[src/mole_pkg.sv]
package mole_pkg;

	////////////////////////////////////////////////////////////
	// widths
	////////////////////////////////////////////////////////////

	localparam int PAD_W  = 8;  // one bit per direction pad
	localparam int LOC_W  = 3;  // eight mole holes
	localparam int ADDR_W = 23; // music sample address
	localparam int IDX_W  = 7;  // table slot / item count
	localparam int HOLD_W = 2;  // hold-off tick counter

	// pad order, msb first: upleft up upright left right downleft down downright
	typedef logic [PAD_W-1:0]  pad_bits_t;
	typedef logic [LOC_W-1:0]  mole_loc_t;
	typedef logic [ADDR_W-1:0] music_addr_t;
	typedef logic [IDX_W-1:0]  item_idx_t;
	typedef logic [HOLD_W-1:0] hold_cnt_t;

	////////////////////////////////////////////////////////////
	// limits
	////////////////////////////////////////////////////////////

	localparam item_idx_t MAX_ITEMS  = 7'd127; // table capacity, recording stops here
	localparam hold_cnt_t HOLD_TICKS = 2'd2;   // one-hertz ticks between counted presses

	// recording fsm
	typedef enum logic [2:0] {
		diy_idle      = 3'd0, // waiting for diy mode, music and up
		diy_arm       = 3'd1, // entered, one cycle before taking presses
		diy_start     = 3'd2, // taking presses
		diy_hold      = 3'd3, // hold-off after a press
		diy_hold_done = 3'd4,
		diy_done      = 3'd5, // music ended or table full
		diy_playback  = 3'd6
	} diy_state_t;

	////////////////////////////////////////////////////////////
	// mole locations, one per pad
	////////////////////////////////////////////////////////////

	localparam mole_loc_t LOC_UPLEFT    = 3'd0;
	localparam mole_loc_t LOC_UP        = 3'd1;
	localparam mole_loc_t LOC_UPRIGHT   = 3'd2;
	localparam mole_loc_t LOC_LEFT      = 3'd3;
	localparam mole_loc_t LOC_RIGHT     = 3'd4;
	localparam mole_loc_t LOC_DOWNLEFT  = 3'd5;
	localparam mole_loc_t LOC_DOWN      = 3'd6;
	localparam mole_loc_t LOC_DOWNRIGHT = 3'd7;

endpackage

[src/pad_capture.sv]
`timescale 1ns/1ps

module pad_capture (
	input  logic                clock,
	input  logic                reset,
	input  logic                upleft,
	input  logic                up,
	input  logic                upright,
	input  logic                left,
	input  logic                right,
	input  logic                downleft,
	input  logic                down,
	input  logic                downright,
	output logic                press,     // one-cycle pulse per new single press
	output mole_pkg::mole_loc_t press_loc, // valid with press
	output logic                up_level
);
	import mole_pkg::*;

	pad_bits_t pad_now;    // live pad levels, packed
	pad_bits_t pad_cur;    // sample from this edge
	pad_bits_t pad_prev;   // sample from the edge before
	pad_bits_t pad_new;    // bits that went high between the two samples
	logic      single_new; // qualified press, before the output register
	mole_loc_t loc_enc;

	assign pad_now  = {upleft, up, upright, left, right, downleft, down, downright};
	assign up_level = up; // fsm entry looks at the raw level

	////////////////////////////////////////////////////////////
	// sample history
	////////////////////////////////////////////////////////////

	always_ff @(posedge clock) begin
		if (reset) begin
			pad_cur  <= '0;
			pad_prev <= '0;
		end else begin
			pad_cur  <= pad_now;
			pad_prev <= pad_cur;
		end
	end

	// exactly one pad down now, and it was up before
	// previous sample idle or a single pad, so a messy chord release is ignored
	assign pad_new    = pad_cur & ~pad_prev;
	assign single_new = $onehot(pad_cur) && $onehot0(pad_prev) && (pad_new == pad_cur);

	// one-hot pad to hole number
	always_comb begin
		case (pad_cur)
			8'b1000_0000: loc_enc = LOC_UPLEFT;
			8'b0100_0000: loc_enc = LOC_UP;
			8'b0010_0000: loc_enc = LOC_UPRIGHT;
			8'b0001_0000: loc_enc = LOC_LEFT;
			8'b0000_1000: loc_enc = LOC_RIGHT;
			8'b0000_0100: loc_enc = LOC_DOWNLEFT;
			8'b0000_0010: loc_enc = LOC_DOWN;
			8'b0000_0001: loc_enc = LOC_DOWNRIGHT;
			default:      loc_enc = LOC_UPLEFT; // not a single press, press stays low
		endcase
	end

	always_ff @(posedge clock) begin
		if (reset) press <= 1'b0;
		else press <= single_new;
	end

	always_ff @(posedge clock) begin
		if (single_new) press_loc <= loc_enc; // only meaningful while press is high
	end

endmodule

[src/diy_sequencer.sv]
`timescale 1ns/1ps

module diy_sequencer (
	input  logic                 clock,
	input  logic                 reset,
	input  logic                 diy_mode,
	input  logic                 bram_loaded,
	input  logic                 up_level,
	input  logic                 diy_playback,  // level, selects playback once done
	input  logic                 diy_music_end,
	input  logic                 one_hz_enable,
	input  logic                 press,
	input  mole_pkg::mole_loc_t  press_loc,
	output logic                 table_we,
	output mole_pkg::item_idx_t  table_waddr,
	output mole_pkg::mole_loc_t  table_loc,
	output mole_pkg::item_idx_t  items,
	output logic                 ready_to_use,
	output logic                 diy_playback_mode,
	output mole_pkg::diy_state_t state
);
	import mole_pkg::*;

	// the port diy_playback hides the enum value, so the state is named with its package

	diy_state_t next_state;
	hold_cnt_t  hold_cnt;   // ticks seen since the last accepted press
	logic       hold_over;  // last hold-off tick arrives
	logic       accept;     // this edge stores an entry

	assign hold_over = (state == diy_hold) && one_hz_enable &&
		(hold_cnt == hold_cnt_t'(HOLD_TICKS - 2'd1));

	assign accept = (state == diy_start) && diy_mode && !ready_to_use && press &&
		(items < MAX_ITEMS); // never wrap the slot index

	// write port, address sampled by the table on the same edge
	assign table_we    = accept;
	assign table_waddr = items;   // next free slot
	assign table_loc   = press_loc;

	////////////////////////////////////////////////////////////
	// next state
	////////////////////////////////////////////////////////////

	always_comb begin
		next_state = state;
		case (state)
			diy_idle: begin
				if (diy_mode && bram_loaded && up_level) next_state = diy_arm;
			end
			diy_arm, diy_hold_done: begin
				if (!diy_mode) next_state = diy_idle;
				else if (ready_to_use) next_state = diy_done;
				else next_state = diy_start;
			end
			diy_start: begin
				if (!diy_mode) next_state = diy_idle;
				else if (ready_to_use) next_state = diy_done;
				else if (accept) next_state = diy_hold;
			end
			diy_hold: begin
				if (!diy_mode) next_state = diy_idle;
				else if (ready_to_use) next_state = diy_done;
				else if (hold_over) next_state = diy_hold_done;
			end
			diy_done, mole_pkg::diy_playback: begin
				// follows the playback level, one cycle late
				if (!diy_mode) next_state = diy_idle;
				else if (diy_playback) next_state = mole_pkg::diy_playback;
				else next_state = diy_done;
			end
			default: next_state = diy_idle;
		endcase
	end

	////////////////////////////////////////////////////////////
	// registers
	////////////////////////////////////////////////////////////

	always_ff @(posedge clock) begin
		if (reset) begin
			state             <= diy_idle;
			diy_playback_mode <= 1'b0;
		end else begin
			state             <= next_state;
			diy_playback_mode <= (next_state == mole_pkg::diy_playback); // tracks the state exactly
		end
	end

	// item count, emptied on the way into idle
	always_ff @(posedge clock) begin
		if (reset) items <= '0;
		else if (next_state == diy_idle) items <= '0;
		else if (accept) items <= items + 7'd1;
	end

	// hold-off tick counter
	always_ff @(posedge clock) begin
		if (reset) hold_cnt <= '0;
		else if (accept) hold_cnt <= '0;              // restart on each press
		else if (state == diy_hold && one_hz_enable) hold_cnt <= hold_cnt + 2'd1;
	end

	// done flag, one cycle behind music end or a full table
	always_ff @(posedge clock) begin
		if (reset) ready_to_use <= 1'b0;
		else ready_to_use <= diy_music_end || (items >= MAX_ITEMS);
	end

endmodule

[src/mole_table.sv]
`timescale 1ns/1ps

module mole_table (
	input  logic                  clock,
	input  logic                  table_we,
	input  mole_pkg::item_idx_t   table_waddr,
	input  mole_pkg::mole_loc_t   table_loc,
	input  mole_pkg::music_addr_t music_address, // captured on the write edge
	input  mole_pkg::item_idx_t   lookup_index,
	output mole_pkg::mole_loc_t   index_location,
	output mole_pkg::music_addr_t index_address
);
	import mole_pkg::*;

	////////////////////////////////////////////////////////////
	// entry storage, one slot per recorded press
	////////////////////////////////////////////////////////////

	music_addr_t addr_mem [0:MAX_ITEMS-1]; // music address per slot
	mole_loc_t   loc_mem  [0:MAX_ITEMS-1]; // hole per slot

	// single write port, both arrays together
	always_ff @(posedge clock) begin
		if (table_we) begin
			addr_mem[table_waddr] <= music_address;
			loc_mem[table_waddr]  <= table_loc;
		end
	end

	// lookup port, one cycle latency
	always_ff @(posedge clock) begin
		index_address  <= addr_mem[lookup_index];
		index_location <= loc_mem[lookup_index];
	end

endmodule

[src/mole_recorder_top.sv]
`timescale 1ns/1ps

module mole_recorder_top (
	input  logic                  clock,
	input  logic                  reset,
	input  logic                  upleft,
	input  logic                  up,
	input  logic                  upright,
	input  logic                  left,
	input  logic                  right,
	input  logic                  downleft,
	input  logic                  down,
	input  logic                  downright,
	input  logic                  diy_mode,
	input  logic                  diy_playback,
	input  logic                  bram_loaded,
	input  logic                  diy_music_end,
	input  logic                  one_hz_enable,  // one-cycle tick
	input  mole_pkg::music_addr_t music_address,
	input  mole_pkg::item_idx_t   lookup_index,
	output logic                  ready_to_use,
	output mole_pkg::item_idx_t   items,
	output mole_pkg::mole_loc_t   index_location,
	output mole_pkg::music_addr_t index_address,
	output logic                  diy_playback_mode,
	output mole_pkg::diy_state_t  state
);
	import mole_pkg::*;

	logic      press;       // pad side to sequencer
	mole_loc_t press_loc;
	logic      up_level;
	logic      table_we;    // sequencer to table
	item_idx_t table_waddr;
	mole_loc_t table_loc;

	////////////////////////////////////////////////////////////
	// pads in, sequencer, table out
	////////////////////////////////////////////////////////////

	pad_capture u_pads (
		.clock(clock), .reset(reset),
		.upleft(upleft), .up(up), .upright(upright), .left(left),
		.right(right), .downleft(downleft), .down(down), .downright(downright),
		.press(press), .press_loc(press_loc), .up_level(up_level)
	);

	diy_sequencer u_seq (
		.clock(clock), .reset(reset),
		.diy_mode(diy_mode), .bram_loaded(bram_loaded), .up_level(up_level),
		.diy_playback(diy_playback), .diy_music_end(diy_music_end),
		.one_hz_enable(one_hz_enable),
		.press(press), .press_loc(press_loc),
		.table_we(table_we), .table_waddr(table_waddr), .table_loc(table_loc),
		.items(items), .ready_to_use(ready_to_use),
		.diy_playback_mode(diy_playback_mode), .state(state)
	);

	// music address goes straight to the table
	mole_table u_table (
		.clock(clock),
		.table_we(table_we), .table_waddr(table_waddr), .table_loc(table_loc),
		.music_address(music_address),
		.lookup_index(lookup_index),
		.index_location(index_location), .index_address(index_address)
	);

endmodule

[config.mk]
export PLATFORM = sky130hd
export DESIGN_NAME = mole_recorder_top
export DESIGN_NICKNAME = d
export VERILOG_FILES = /design/src/mole_pkg.sv /design/src/pad_capture.sv /design/src/diy_sequencer.sv /design/src/mole_table.sv /design/src/mole_recorder_top.sv
export SDC_FILE = /design/constraint.sdc
export NUM_CORES = 2
export LEC_CHECK = 0
export BUFFER_PORTS_ARGS = -buffer_cell sky130_fd_sc_hd__buf_2
export CAP_MARGIN = 20
export CORE_MARGIN = 1.5
export CORE_UTILIZATION = 55
export DETAILED_ROUTE_END_ITERATION = 16
export GPL_ROUTABILITY_DRIVEN = 0
export PLACE_DENSITY = 0.78
export SKIP_LAST_GASP = 1
export SYNTH_ARGS = -nofsm -noshare
export SYNTH_HDL_FRONTEND = slang
export SYNTH_SLANG_ARGS = --single-unit
[constraint.sdc]
create_clock -name clock -period 7.2 [get_ports clock]
set_input_delay 0.36 -clock clock [delete_from_list [all_inputs] [get_ports clock]]
set_output_delay 0.36 -clock clock [all_outputs]
set_load 0.005 [all_outputs]
==> flow_summary.json <==
{
  "outcome": "completed",
  "ys_seq_elements": 3362,
  "totalPowerFinal_mw": 40.66,
  "num_vias": 64569,
  "final_nets": 5971,
  "yosysUniqueCellTypes": 56,
  "drive_above_1_share_pct": 28.53,
  "initial_core_util_pct": 55.38,
  "min_from": "music_address[16]",
  "pre_cts_ws_ns": 2.916,
  "clock_skew_ns": 0.07894,
  "cts-root-buf": "clkbuf_16",
  "power.density_nw_per_um2": 280.3,
  "routed_via_density": 6.955,
  "r2r_slack_ns": 2.63,
  "grtUsageTotal_pct": 28.71,
  "slew_viol_final": 0,
  "ios": 83,
  "fp-row-count": 177,
  "grt_pass1_vias": 63753,
  "holdPathEnd": "u_table.addr_mem[103][16]",
  "hold_viol": 0,
  "synth_cells": 5561,
  "dr.pass1.iters": 5,
  "synth-edff-count": 3305,
  "arrival_ns": 5.17,
  "regArea_um2": 100400,
  "die_w_um": 487.1,
  "grt_max_degree": 128,
  "synth_top_cells_by_area": "edfxtp_1, mux4_2, mux2i_1",
  "whs_ns": 0.02752,
  "clk_pin_slew_ns": 0.06,
  "min_path_type": "in -> reg",
  "synth_top_cells_by_count": "edfxtp_1, mux4_2, mux2i_1",
  "antenna_found_initial": 26,
  "setup_tns_ns": 0,
  "multi_input_area_um2": 27330,
  "critPathKind": "reg -> reg",
  "rsz0062_at_grt": "no",
  "cts_tree": "built",
  "async_flop_share_pct": 0,
  "crit_fanout": 14,
  "cts.sinks": 3362,
  "r2r-end": "u_table.addr_mem[77][8]",
  "dr.first_iter.drc_count": 10763,
  "die_y_um": 487.1,
  "startpoint_type": "flop",
  "period_needed_ns": 4.565,
  "ys.warnings.count": 0,
  "syn_nets": 5639,
  "hold_depth": 1,
  "ir_worst_vdd_v": 0.0001756,
  "synth.top_cell.area_share_pct": 77.00,
  "core_area_um2": 232800,
  "maxCapViolCount": 0,
  "syn_avg_cell_area_um2": 23.18,
  "wirelength_um": 346200,
  "cts_max_level": 5,
  "synth.largest_area_cell": "edfxtp_1",
  "grt_pass1_wl_um": 477100,
  "ff2ff_path_depth": 6,
  "rr_startpoint": "u_seq.state[1]",
  "synth_seq_area_share_pct": 77.88,
  "drc": 0,
  "netlist_area_um2": 128900,
  "ys.flop_type": "edfxtp_1",
  "ant_nets": 0,
  "post-synth-top-count-cell": "edfxtp_1",
  "finalSetupViolCount": 0,
  "fill_cells": 14520,
  "dpl.hpwl_um": 177300,
  "leakagePower_nw": 45.82,
  "clk_latency_ns": 0.98,
  "fmax_mhz": 219.0,
  "cts.path.max_buffers": 4,
  "cts_buffers": 335,
  "overflow": 0,
  "die_area_um2": 237300,
  "io_buffers": 82,
  "area_delta_synth_final_pct": 12.54,
  "tightestPinTransition_ns": 1.251,
  "crit_path_end_kind": "flop",
  "fin_ws_ns": 2.635,
  "drt-wirelength-per-cell_um": 37.29,
  "min_period_over_period_pct": 63.41,
  "required_ns": 7.80,
  "slew_headroom_pct": 16.61
}
worst max-delay path by stage:
stage / to / startpoint / slack, ns / cells after the start
6_report: u_table.addr_mem[77][8] / u_seq.state[1] / 2.63 / 6
4_1_cts: u_table.addr_mem[77][16] / u_seq.state[1] / 2.89 / 6
2_1_floorplan: u_table.addr_mem[112][0] / u_seq.state[2] / 3.87 / 6
3_5_place_dp: u_table.index_address[10] / lookup_index[2] / 2.92 / 7
5_1_grt: u_table.addr_mem[77][16] / u_seq.state[1] / 2.52 / 6
3_3_place_gp: u_table.index_address[13] / lookup_index[2] / 2.49 / 8
routing by layer:
layer	vias up	track usage [%]	share of wire, %
met1	33832	38.36	34
met3	949	6.678	12
met2	5403	44.70	48
met4	14	14.63	5.8
li1	24371	-	-
met5	-	0	0.034
registers in the layout (all words and copies together) (netlist names), 2 cells and up:
name,cells
u_table.index_address,23
u_pads.pad_cur,8
u_table.addr_mem,2921
u_seq.hold_cnt,2
u_pads.press_loc,3
u_table.index_location,3
u_seq.items,7
u_pads.pad_prev,8
u_table.loc_mem,381
u_seq.state,3
through the flow:
| stage | instances | cell area (um2) | utilization, % |
|---|---|---|---|
| 2_1_floorplan | 5561 | 128900 | - |
| 3_3_place_gp | 8632 | 133800 | 57.47 |
| 3_5_place_dp | 8633 | 133800 | 57.47 |
| 4_1_cts | 9255 | 144700 | 62.16 |
| 5_1_grt | 9272 | 145000 | 62.31 |
| 6_report | 9284 | 145100 | 62.32 |
worst max-delay path: stages (launching register included):
cell      delay, ns
dfxtp_1        0.50
nand3b_1       0.28
or3_1          0.56
nor3b_1        0.97
nand2_1        0.66
nor2_2         0.89
buf_4          0.37
timing repair:
action                                 CTS  global route
endpoints found under the hold margin  717            10
hold buffers                            41             1
resized for setup                        0             0
buffers inserted                         0             0
cell type report:
cell class                 count  area share [%]
clock inverter               162           1.125
sequential                  3362           69.21
inverter                      33         0.08539
antenna                       15         0.02588
timing repair buffer         310           1.894
multi-input combinational   1851           18.84
clock buffer                 419           6.124
tap                         3132           2.702
cell families after synthesis:
logic type / Yosys count / share of synthesized area, %
DFF: 3362 / 77.88
adders and majority gates: 33 / 0.3669
buffers and inverters: 348 / 1.404
xor gates and xnor gates: 8 / 0.05436
AOI/OAI and AO/OA: 379 / 2.030
and+or+nand+nor: 322 / 1.134
muxes: 1109 / 17.13
power breakdown:
| part | total [mW] | leakage, nW | switching, mW | internal (mW) |
|---|---|---|---|---|
| clock | 17.2 | 5.15 | 7.32 | 9.87 |
| sequential | 21.6 | 30.6 | 0.0482 | 21.5 |
| combinational | 1.92 | 10.0 | 1.24 | 0.674 |
cell usage in the layout, fill, tap and decap left out, types with 24 or more instances in the layout:
cell,instances
dfxtp_1,57
o21ai_0,33
clkbuf_1,70
dlygate4sd3_1,42
clkbuf_16,339
mux4_2,877
clkinv_2,55
o22ai_1,24
nor2_4,53
mux2i_1,230
o221ai_1,24
nor2_1,29
nor2_2,75
buf_2,55
a211oi_1,56
ha_1,25
a21oi_1,65
buf_4,181
nand2_1,64
edfxtp_1,3305
a31oi_1,25
inv_1,32
clkinv_1,51
a22oi_1,108
bufinv_16,32
and2_1,28
Power figures use the tool's default switching activity.
